--- config.mk ---
export PLATFORM = sky130hd
export DESIGN_NAME = master_control
export DESIGN_NICKNAME = d
export VERILOG_FILES = /design/src/design/mc_engine_pkg.sv /design/src/design/mc_cmd_pkg.sv /design/src/design/master_control.sv /design/src/design/tile_launcher.sv /design/src/design/cmd_sequencer.sv /design/src/design/cmd_frame_reader.sv
export SDC_FILE = /design/constraint.sdc
export NUM_CORES = 1
export LEC_CHECK = 0
export BUFFER_PORTS_ARGS = -buffer_cell sky130_fd_sc_hd__buf_2
export CAP_MARGIN = 20
export CORE_AREA = 5 5 227 185
export CTS_BUF_LIST = sky130_fd_sc_hd__clkbuf_8 sky130_fd_sc_hd__clkbuf_16
export CTS_CLUSTER_SIZE = 12
export DETAILED_ROUTE_END_ITERATION = 8
export DIE_AREA = 0 0 232 190
export HOLD_SLACK_MARGIN = 0.06
export PLACE_DENSITY = 0.66
export RECOVER_POWER = 100
export SETUP_SLACK_MARGIN = 0.2
export SLEW_MARGIN = 10
export SYNTH_ARGS = -nofsm -noshare
export SYNTH_HDL_FRONTEND = slang
export SYNTH_HIERARCHICAL = 1
export SYNTH_SLANG_ARGS = --single-unit
--- constraint.sdc ---
create_clock -name i_clk -period 7.03 [get_ports i_clk]
set_input_delay 0.3515 -clock i_clk [delete_from_list [all_inputs] [get_ports i_clk]]
set_output_delay 0.3515 -clock i_clk [all_outputs]
set_load 0.01 [all_outputs]
--- src/design/mc_engine_pkg.sv ---
// Engine side package: field widths and request structs for dispatcher and compute engine
package mc_engine_pkg;

    // Field widths
    localparam int FETCH_ADDR_W = 32;
    localparam int FETCH_LEN_W  = 16;
    localparam int MAX_TILES    = 24;
    localparam int TILE_ADDR_W  = 16;
    localparam int DIM_W        = 8;
    localparam int COL_START_W  = 5;

    // Dispatcher load request
    typedef struct packed {
        logic [FETCH_ADDR_W-1:0] addr;
        logic [FETCH_LEN_W-1:0]  len;
        logic                    right;
    } fetch_req_t;

    // Dispatcher copy into tile memory
    typedef struct packed {
        logic [TILE_ADDR_W-1:0] tile_addr;
        logic [DIM_W-1:0]       count;
        logic [DIM_W-1:0]       vec_size;
        logic                   man_4b;
        logic [MAX_TILES-1:0]   col_en;
        logic [COL_START_W-1:0] col_start;
        logic                   right;
        logic                   broadcast;
    } disp_req_t;

    // Compute engine launch parameters
    typedef struct packed {
        logic [TILE_ADDR_W-1:0] left_addr;
        logic [TILE_ADDR_W-1:0] right_addr;
        logic [DIM_W-1:0]       left_len;
        logic [DIM_W-1:0]       right_len;
        logic [DIM_W-1:0]       vec_len;
        logic                   main_loop_left;
        logic                   right_4b;
        logic                   left_4b;
    } tile_params_t;

    // Full tile request, parameters plus column mask
    typedef struct packed {
        tile_params_t         params;
        logic [MAX_TILES-1:0] col_en;
    } tile_req_t;

endpackage

--- src/design/mc_cmd_pkg.sv ---
// Command format package: opcodes, header, frame struct and payload field layouts
package mc_cmd_pkg;

    // ==============================
    // Stream and frame sizes
    // ==============================
    localparam int CMD_WORD_W        = 32;
    localparam int CMD_FRAME_WORDS   = 4;
    // Header plus three payload words
    localparam int CMD_PAYLOAD_WORDS = CMD_FRAME_WORDS - 1;

    // Opcodes live in header bits 7:0
    typedef enum logic [7:0] {
        e_cmd_op_fetch     = 8'hF0,
        e_cmd_op_disp      = 8'hF1,
        e_cmd_op_tile      = 8'hF2,
        e_cmd_op_wait_disp = 8'hF3,
        e_cmd_op_wait_tile = 8'hF4
    } cmd_op_t;

    // Header word, command id is carried but not acted on
    typedef struct packed {
        logic [15:0] reserved;
        logic [7:0]  cmd_id;
        logic [7:0]  opcode;
    } cmd_header_t;

    // First stream word lands in the low bits
    // Payload index 0 is word 1
    typedef struct packed {
        logic [CMD_PAYLOAD_WORDS-1:0][CMD_WORD_W-1:0] payload;
        cmd_header_t                                  header;
    } cmd_frame_t;

    // ==============================
    // Payload overlays, word 3 at the top
    // ==============================
    typedef struct packed {
        logic [30:0] rsvd3;
        logic        right;
        logic [15:0] rsvd2;
        logic [15:0] len;
        logic [31:0] addr;
    } cmd_fetch_t;

    typedef struct packed {
        logic [23:0] col_en;
        logic [4:0]  col_start;
        logic        right;
        logic        broadcast;
        logic        man_4b;
        logic [15:0] rsvd2;
        logic [15:0] tile_addr;
        logic [7:0]  rsvd1_hi;
        logic [7:0]  count;
        logic [7:0]  rsvd1_lo;
        logic [7:0]  vec_size;
    } cmd_disp_t;

    typedef struct packed {
        logic [23:0] col_en;
        logic [4:0]  rsvd3;
        logic        left_4b;
        logic        right_4b;
        logic        main_loop_left;
        logic [7:0]  rsvd2;
        logic [7:0]  left_len;
        logic [7:0]  right_len;
        logic [7:0]  vec_len;
        logic [15:0] left_addr;
        logic [15:0] right_addr;
    } cmd_tile_t;

endpackage
--- src/design/master_control.sv ---
// Top level of the command processor: frame reader, sequencer and tile launcher
module master_control #(
    parameter int NUM_TILES = 24
) (
    input  logic                              i_clk,
    input  logic                              i_reset_n,
    // Command word stream
    input  logic                              i_cmd_valid,
    input  logic [mc_cmd_pkg::CMD_WORD_W-1:0] i_cmd_data,
    output logic                              o_cmd_ready,
    input  logic                              i_result_afull,
    // Dispatcher
    output logic                              o_fetch_valid,
    output mc_engine_pkg::fetch_req_t         o_fetch,
    input  logic                              i_fetch_ready,
    input  logic                              i_fetch_done,
    output logic                              o_disp_valid,
    output mc_engine_pkg::disp_req_t          o_disp,
    input  logic                              i_disp_ready,
    input  logic                              i_dc_idle,
    // Compute engine
    output mc_engine_pkg::tile_params_t       o_tile_params,
    output logic [NUM_TILES-1:0]              o_tile_en,
    output logic [NUM_TILES-1:0]              o_tile_start,
    input  logic                              i_ce_idle
);

    // Reader to sequencer
    logic                     frame_valid;
    logic                     frame_ready;
    mc_cmd_pkg::cmd_frame_t   frame;
    // Sequencer to launcher
    logic                     tile_valid;
    logic                     tile_ready;
    mc_engine_pkg::tile_req_t tile_req;

    cmd_frame_reader u_reader (
        .i_clk(i_clk), .i_reset_n(i_reset_n),
        .i_cmd_valid(i_cmd_valid), .i_cmd_data(i_cmd_data), .o_cmd_ready(o_cmd_ready),
        .o_frame_valid(frame_valid), .o_frame(frame), .i_frame_ready(frame_ready)
    );

    cmd_sequencer u_sequencer (
        .i_clk(i_clk), .i_reset_n(i_reset_n),
        .i_frame_valid(frame_valid), .i_frame(frame), .o_frame_ready(frame_ready),
        .i_result_afull(i_result_afull),
        .o_fetch_valid(o_fetch_valid), .o_fetch(o_fetch),
        .i_fetch_ready(i_fetch_ready), .i_fetch_done(i_fetch_done),
        .o_disp_valid(o_disp_valid), .o_disp(o_disp), .i_disp_ready(i_disp_ready),
        .o_tile_valid(tile_valid), .o_tile(tile_req), .i_tile_ready(tile_ready),
        .i_dc_idle(i_dc_idle), .i_ce_idle(i_ce_idle)
    );

    tile_launcher #(.NUM_TILES(NUM_TILES)) u_launcher (
        .i_clk(i_clk), .i_reset_n(i_reset_n),
        .i_tile_valid(tile_valid), .i_tile(tile_req), .o_tile_ready(tile_ready),
        .o_tile_params(o_tile_params), .o_tile_en(o_tile_en), .o_tile_start(o_tile_start)
    );

endmodule

--- src/design/tile_launcher.sv ---
// Tile launcher: parameter setup, then column enable mask and one-cycle start pulse
module tile_launcher #(
    parameter int NUM_TILES = 24
) (
    input  logic                        i_clk,
    input  logic                        i_reset_n,

    // Tile request in
    input  logic                        i_tile_valid,
    input  mc_engine_pkg::tile_req_t    i_tile,
    output logic                        o_tile_ready,

    // Compute engine side
    output mc_engine_pkg::tile_params_t o_tile_params,
    output logic [NUM_TILES-1:0]        o_tile_en,
    output logic [NUM_TILES-1:0]        o_tile_start
);

    logic                 launch_pend;
    logic                 tile_xfer;
    logic [NUM_TILES-1:0] mask_q;

    // Busy for the one setup cycle
    assign o_tile_ready = ~launch_pend;
    assign tile_xfer    = i_tile_valid & o_tile_ready;

    // ==============================
    // Step 1, parameters and mask
    // ==============================
    always_ff @(posedge i_clk) begin
        if (tile_xfer) begin
            o_tile_params <= i_tile.params;
            // Only the columns this build has
            mask_q        <= i_tile.col_en[NUM_TILES-1:0];
        end
    end

    // ==============================
    // Step 2, enable and start
    // ==============================
    always_ff @(posedge i_clk) begin
        if (~i_reset_n) begin
            launch_pend  <= 1'b0;
            o_tile_en    <= '0;
            o_tile_start <= '0;
        end else begin
            // Start is a single-cycle pulse by default
            o_tile_start <= '0;
            if (tile_xfer) begin
                launch_pend <= 1'b1;
            end else if (launch_pend) begin
                // Addresses have been stable for a cycle
                launch_pend  <= 1'b0;
                o_tile_en    <= mask_q;
                o_tile_start <= mask_q;
            end
        end
    end

endmodule

--- src/design/cmd_sequencer.sv ---
// Command sequencer: opcode decode, request issue, fetch completion wait and barriers
module cmd_sequencer (
    input  logic                       i_clk,
    input  logic                       i_reset_n,
    // Frame in
    input  logic                       i_frame_valid,
    input  mc_cmd_pkg::cmd_frame_t     i_frame,
    output logic                       o_frame_ready,
    input  logic                       i_result_afull,
    // Dispatcher load
    output logic                       o_fetch_valid,
    output mc_engine_pkg::fetch_req_t  o_fetch,
    input  logic                       i_fetch_ready,
    input  logic                       i_fetch_done,
    // Dispatcher copy
    output logic                       o_disp_valid,
    output mc_engine_pkg::disp_req_t   o_disp,
    input  logic                       i_disp_ready,
    // Tile launch
    output logic                       o_tile_valid,
    output mc_engine_pkg::tile_req_t   o_tile,
    input  logic                       i_tile_ready,
    // Engine idle levels for barriers
    input  logic                       i_dc_idle,
    input  logic                       i_ce_idle
);

    typedef enum logic [2:0] {
        st_idle, st_issue_fetch, st_wait_fetch_done, st_issue_disp,
        st_issue_tile, st_barrier_disp, st_barrier_tile, st_complete
    } state_t;

    state_t                    state_q;
    state_t                    state_d;
    logic                      frame_xfer;
    mc_cmd_pkg::cmd_op_t       frame_op;
    mc_cmd_pkg::cmd_fetch_t    fetch_cmd;
    mc_cmd_pkg::cmd_disp_t     disp_cmd;
    mc_cmd_pkg::cmd_tile_t     tile_cmd;
    mc_engine_pkg::fetch_req_t fetch_d;
    mc_engine_pkg::disp_req_t  disp_d;
    mc_engine_pkg::tile_req_t  tile_d;

    // Accept only from idle and when the result side has room
    assign o_frame_ready = (state_q == st_idle) & ~i_result_afull;
    assign frame_xfer    = i_frame_valid & o_frame_ready;
    assign frame_op      = mc_cmd_pkg::cmd_op_t'(i_frame.header.opcode);

    // Same payload bits, three views
    assign fetch_cmd = i_frame.payload;
    assign disp_cmd  = i_frame.payload;
    assign tile_cmd  = i_frame.payload;

    // ==============================
    // Payload to request mapping
    // ==============================
    always_comb begin
        fetch_d.addr              = fetch_cmd.addr;
        fetch_d.len               = fetch_cmd.len;
        fetch_d.right             = fetch_cmd.right;
        disp_d.tile_addr          = disp_cmd.tile_addr;
        disp_d.count              = disp_cmd.count;
        disp_d.vec_size           = disp_cmd.vec_size;
        disp_d.man_4b             = disp_cmd.man_4b;
        disp_d.col_en             = disp_cmd.col_en;
        disp_d.col_start          = disp_cmd.col_start;
        disp_d.right              = disp_cmd.right;
        disp_d.broadcast          = disp_cmd.broadcast;
        tile_d.params.left_addr   = tile_cmd.left_addr;
        tile_d.params.right_addr  = tile_cmd.right_addr;
        tile_d.params.left_len    = tile_cmd.left_len;
        tile_d.params.right_len   = tile_cmd.right_len;
        tile_d.params.vec_len     = tile_cmd.vec_len;
        tile_d.params.main_loop_left = tile_cmd.main_loop_left;
        tile_d.params.right_4b    = tile_cmd.right_4b;
        tile_d.params.left_4b     = tile_cmd.left_4b;
        tile_d.col_en             = tile_cmd.col_en;
    end

    // ==============================
    // FSM
    // ==============================
    always_comb begin
        state_d = state_q;
        case (state_q)
            st_idle: begin
                if (frame_xfer) begin
                    case (frame_op)
                        mc_cmd_pkg::e_cmd_op_fetch:     state_d = st_issue_fetch;
                        mc_cmd_pkg::e_cmd_op_disp:      state_d = st_issue_disp;
                        mc_cmd_pkg::e_cmd_op_tile:      state_d = st_issue_tile;
                        mc_cmd_pkg::e_cmd_op_wait_disp: state_d = st_barrier_disp;
                        mc_cmd_pkg::e_cmd_op_wait_tile: state_d = st_barrier_tile;
                        // Unknown opcode, drop it
                        default:                        state_d = st_complete;
                    endcase
                end
            end
            // Blocking load, hold until done after the transfer
            st_issue_fetch:     if (i_fetch_ready) state_d = st_wait_fetch_done;
            st_wait_fetch_done: if (i_fetch_done)  state_d = st_complete;
            // Non-blocking, finish on transfer
            st_issue_disp:      if (i_disp_ready)  state_d = st_complete;
            st_issue_tile:      if (i_tile_ready)  state_d = st_complete;
            // Barriers
            st_barrier_disp:    if (i_dc_idle)     state_d = st_complete;
            st_barrier_tile:    if (i_ce_idle)     state_d = st_complete;
            default:                               state_d = st_idle;
        endcase
    end

    always_ff @(posedge i_clk) begin
        if (~i_reset_n) begin
            state_q <= st_idle;
        end else begin
            state_q <= state_d;
        end
    end

    // Request payloads, loaded once per accepted command
    always_ff @(posedge i_clk) begin
        if (frame_xfer) begin
            if (frame_op == mc_cmd_pkg::e_cmd_op_fetch) o_fetch <= fetch_d;
            if (frame_op == mc_cmd_pkg::e_cmd_op_disp)  o_disp  <= disp_d;
            if (frame_op == mc_cmd_pkg::e_cmd_op_tile)  o_tile  <= tile_d;
        end
    end

    // Valids follow the issue states, stable until the handshake
    assign o_fetch_valid = (state_q == st_issue_fetch);
    assign o_disp_valid  = (state_q == st_issue_disp);
    assign o_tile_valid  = (state_q == st_issue_tile);

endmodule

--- src/design/cmd_frame_reader.sv ---
// Command frame reader: packs four stream words into one frame with valid/ready output
module cmd_frame_reader (
    input  logic                                i_clk,
    input  logic                                i_reset_n,

    // Word stream in
    input  logic                                i_cmd_valid,
    input  logic [mc_cmd_pkg::CMD_WORD_W-1:0]   i_cmd_data,
    output logic                                o_cmd_ready,

    // Frame out
    output logic                                o_frame_valid,
    output mc_cmd_pkg::cmd_frame_t              o_frame,
    input  logic                                i_frame_ready
);

    localparam int CNT_W   = $clog2(mc_cmd_pkg::CMD_FRAME_WORDS);
    localparam int FRAME_W = $bits(mc_cmd_pkg::cmd_frame_t);

    logic [CNT_W-1:0]       word_cnt;
    logic                   frame_full;
    logic                   word_xfer;
    logic                   last_word;
    mc_cmd_pkg::cmd_frame_t frame_q;

    // ==============================
    // Stream side
    // ==============================
    // Stream stays open until a complete frame is parked here
    assign o_cmd_ready = ~frame_full;
    assign word_xfer   = i_cmd_valid & o_cmd_ready;
    assign last_word   = (word_cnt == CNT_W'(mc_cmd_pkg::CMD_FRAME_WORDS - 1));

    // Word counter and full flag
    always_ff @(posedge i_clk) begin
        if (~i_reset_n) begin
            word_cnt   <= '0;
            frame_full <= 1'b0;
        end else if (word_xfer) begin
            if (last_word) begin
                word_cnt   <= '0;
                frame_full <= 1'b1;
            end else begin
                word_cnt <= word_cnt + 1'b1;
            end
        end else if (frame_full && i_frame_ready) begin
            // Sequencer took the frame, reopen the stream
            frame_full <= 1'b0;
        end
    end

    // Shift from the top so the header ends up in the low word
    always_ff @(posedge i_clk) begin
        if (word_xfer) begin
            frame_q <= {i_cmd_data, frame_q[FRAME_W-1:mc_cmd_pkg::CMD_WORD_W]};
        end
    end

    // ==============================
    // Frame side
    // ==============================
    assign o_frame_valid = frame_full;
    assign o_frame       = frame_q;

endmodule

Word level (Yosys, flattened, before mapping)
Cells that the tools add are included.
Storage, ports and cells
  bits in registers: 438
  word-level logic and storage cells: 93
Operators by class
  eq/ne operators: 20
  mux-type cells: 14
  reduce and logical (&&, ||, !) cells: 10
  add/subtract/negate cells: 1
  bitwise operators: 9
Operators by type and width (number)
  equality test 8 bit (second input constant): 5
  2-to-1 mux 3 bit: 7
  case mux 3 bit (7 select lines): 1
  case mux 3 bit (5 select lines): 1
  != test 2 bit (second input constant): 5
  AND reduction 2 bit: 5
  equality test 3 bit (second input constant): 3
  AND reduction 7 bit: 1
  equality test 3 x 2 -> 1 bit (second input constant): 2
  != test 2 x 1 -> 1 bit (second input constant): 3
  inverter 1 bit: 5
  AND 1 bit: 4
  2-to-1 mux 1 bit: 4
  equality test 3 x 1 -> 1 bit (second input constant): 1
  zero test 3 bit: 1
  OR reduction 3 bit: 1
  adder 2 x 1 -> 2 bit (second input constant): 1
  equality test 2 bit (second input constant): 1
  2-to-1 mux 2 bit: 1
  nonzero test 2 bit: 1
  logical AND 1 bit: 1

Logic depth before layout (Yosys ltp)
  depth after elaboration: 5
  gate-level depth with buffers: 7
  mapped depth without buffers: 5

Hierarchy
The synthesis kept the hierarchy.
Modules (own cells, without submodules)
  cmd_sequencer: sequential area each 5945.7 um^2, cells an instance 244, instances 1, area each 6259.8 um^2
  tile_launcher: sequential area each 3473.3 um^2, cells an instance 218, instances 1, area each 4132.7 um^2
  cmd_frame_reader: sequential area each 3903.7 um^2, cells an instance 142, instances 1, area each 3988.8 um^2

Worst setup path after synthesis
No wires, ideal clock.
  path kind: register to register
  start: register u_sequencer.state_q[1]
  end: register, netlist name u_sequencer/o_fetch[0]
  required time: 6.436 ns
  slack: 0.543 ns
  data arrival time: 5.892 ns
  period minus slack after synthesis: 6.487 ns
  cell stages (with the launch flop): 5
  library setup time: 0.594 ns
  cells stage by stage: dfxtp_1 > buf_2 > nor3_2 > nand3_2 > nor4b_1
On the way
  longest elaborated chain between the ends: 4
Ends and longest elaborated chain
  from (decl): RTL line cmd_sequencer.sv:33  | state_t state_q;
  from (signal assigned): RTL line cmd_sequencer.sv:114  | state_q <= st_idle;
  from (signal assigned): RTL line cmd_sequencer.sv:116  | state_q <= state_d;
  zero test 3 bit: RTL line cmd_sequencer.sv:45  | assign o_frame_ready = (state_q == st_idle) & ~i_result_afull;
  AND 1 bit: RTL line cmd_sequencer.sv:45
  AND 1 bit: RTL line cmd_sequencer.sv:46  | assign frame_xfer = i_frame_valid & o_frame_ready;
  AND reduction 2 bit (no line)
No other way between the ends.
A chain may end at the register's enable or synchronous reset.

Final worst setup path
  start: register u_sequencer.state_q[2]
  end: register u_launcher.mask_q[0], enable pin
On the way
  longest elaborated chain between the ends: 2
Ends and longest elaborated chain
  equality test 3 bit: RTL line cmd_sequencer.sv:132  | assign o_tile_valid = (state_q == st_issue_tile);
  named net tile_valid: RTL line master_control.sv:33  | logic tile_valid;
  AND 1 bit: RTL line tile_launcher.sv:25  | assign tile_xfer = i_tile_valid & o_tile_ready;
  named net u_launcher.tile_xfer: RTL line tile_launcher.sv:20  | logic tile_xfer;
  to (signal assigned): RTL line tile_launcher.sv:34  | mask_q <= i_tile.col_en[NUM_TILES-1:0];
  to (decl): RTL line tile_launcher.sv:21  | logic [NUM_TILES-1:0] mask_q;
The timed path passes the listed nets, and every way through them passes these cells.

==> results.json <==
{
  "status": "finished with violations",
  "violations": "capacitance limit, slew limit",
  "hold_class": "input pin to flip-flop",
  "netlist_area_um2": 13700,
  "p_leak_uw": 0.00567,
  "final_common_cell": "edfxtp_1",
  "synthesis.nets": 622,
  "pwr-share-clk": 0.381,
  "fin_crit_sh": 0.644,
  "cp_max_fo": 52,
  "io_buffers": 263,
  "h-tree-depth": 2,
  "cts_made_buffers": 45,
  "drive_gt1_frac": 0.0986,
  "drt_pre_antenna_iters": 4,
  "grt_max_degree": 57,
  "final_cell_mix": "383 x edfxtp_1, 238 x clkbuf_1, 55 x dfxtp_1",
  "peakVddDrop_mv": 0.282,
  "worstMarginPinSlew_ns": 3.65,
  "ant_nets": 0,
  "fillCellCount": 3635,
  "layout.nets": 959,
  "grt_pass1_vias": 6744,
  "fin_setup_tns_ns": 0,
  "drv_slew": 297,
  "worst_ep_required_time_ns": 7.20,
  "vias": 6376,
  "rsz0062_at_grt": "false",
  "cellPowerDensity_nw_per_um2": 338,
  "dpl.cell_count": 1382,
  "seqCellArea_um2": 12600,
  "routedWlPerCell_um": 18.2,
  "hold_viol_final": 0,
  "antenna_found_initial": 3,
  "start_util": 0.343,
  "cts.sinks": 438,
  "fin_area_um2": 17000,
  "pwr-share-comb": 0.070,
  "dieWidth_um": 232,
  "setup_viol": 0,
  "ctsLongestPathBuffers": 3,
  "critPathLaunchType": "flip-flop",
  "grt_overflow": 0,
  "power.internal_uw": 4460,
  "p_switching_uw": 1290,
  "dieArea_um2": 44100,
  "path_clk_slew_ns": 0.06,
  "pin_count": 264,
  "layout.cells.non_filler": 1499,
  "syn-instance-count": 580,
  "first_iter_violations": 400,
  "drv_cap": 7,
  "wl_mm": 27.3,
  "fin_skew_ns": 0.0109,
  "syn_area_per_cell_um2": 23.6,
  "cts_root_buf": "clkbuf_16",
  "arrival_ns": 4.69,
  "drcViolationCount": 0,
  "hpwl_mm": 17.4,
  "timing.fmax_mhz": 221,
  "hold_ws_ns": 0.223,
  "grt_use_total": 0.122,
  "relSlewSlack": -1.44,
  "pwr-share-seq": 0.549,
  "crit_path_end_kind": "flip-flop",
  "criticalPathCategory": "flip-flop to flip-flop",
  "multi_input_area_um2": 892,
  "yosys_warnings": 6,
  "placed_area_um2": 15600,
  "grt_pass1_wl_mm": 41.4,
  "clock_latency_ns": 0.54,
  "rows": 66,
  "post-place-ws_ns": 3.95,
  "place_congestion": 0.707,
  "period_needed_ns": 4.53,
  "cts_tree": "built",
  "viasPerCell": 4.25,
  "die_h_um": 190,
  "setup_slack_ns": 2.50,
  "syn2layout_area_growth_pct": 24.4,
  "core-area_um2": 39800,
  "switching_share": 0.225
}
-- timing repair --
item                                    CTS  global route
endpoints found under the setup margin    0             0
hold buffers                             32             0
buffers inserted                          0             0
endpoints found under the hold margin    32             0
resized for setup                         0             0
-- state kept, by name, summed over array words and instances (netlist names) --
register	cells
u_launcher/launch_pend	1
u_sequencer/o_fetch	49
u_reader/word_cnt	2
u_launcher/o_tile_start	24
u_launcher/o_tile_params	59
u_launcher/mask_q	24
u_reader/o_frame_valid	1
u_reader/o_frame	104
u_sequencer/o_disp	64
u_sequencer/o_tile	83
u_launcher/o_tile_en	24
u_sequencer/state_q	3
-- layout make-up --
| cell class | instances | area share |
|---|---|---|
| Inverter | 6 | 0.00133 |
| Sequential cell | 438 | 0.741 |
| Multi-Input combinational cell | 122 | 0.0525 |
| Antenna cell | 2 | 0.000294 |
| Tap cell | 544 | 0.0400 |
| Clock buffer | 51 | 0.0718 |
| Clock inverter | 32 | 0.00957 |
| Timing Repair Buffer | 304 | 0.0830 |
-- power by group through the flow --
stage | clock network, uW | registers, uW | logic (uW)
5_1_grt | 2390 | 3180 | 447
2_1_floorplan | 0 | 3230 | 213
3_5_place_dp | 0 | 3210 | 427
4_1_cts | 2260 | 3160 | 443
6_report | 2190 | 3160 | 405
3_3_place_gp | 0 | 3200 | 419
-- critical path, stage by stage, from the launching register on --
cell     delay, ns
dfxtp_1       0.54
nor3b_1       0.31
nor2b_1       2.31
buf_4         0.90
-- layer usage --
layer	global-route usage	vias to the layer above	wire length, um
li1	-	2926	-
met1	0.165	3148	12100
met2	0.183	248	11900
met3	0.0524	52	2880
met4	0.0318	2	543
met5	0	-	13
-- final timing paths --
path / startpoint / to / cells past startpoint / slack (ns)
hold reg to reg: u_sequencer/o_tile[40] / u_launcher/o_tile_params[16] / 0 / 0.41
hold / removal: i_cmd_valid / u_reader/o_frame_valid / 4 / 0.22
setup reg to reg: u_sequencer/state_q[2] / u_launcher/mask_q[0] / 3 / 2.50
setup / recovery: u_sequencer/state_q[2] / u_launcher/mask_q[0] / 3 / 2.50
-- metrics by stage --
stage | util | total power (uW)
after CTS | 0.436 | 5860
final | 0.427 | 5750
after global routing | 0.427 | 6010
after detailed placement | 0.393 | 3630
after global placement | 0.392 | 3620
after floorplan | - | 3440
(Power assumes the default switching activity.)
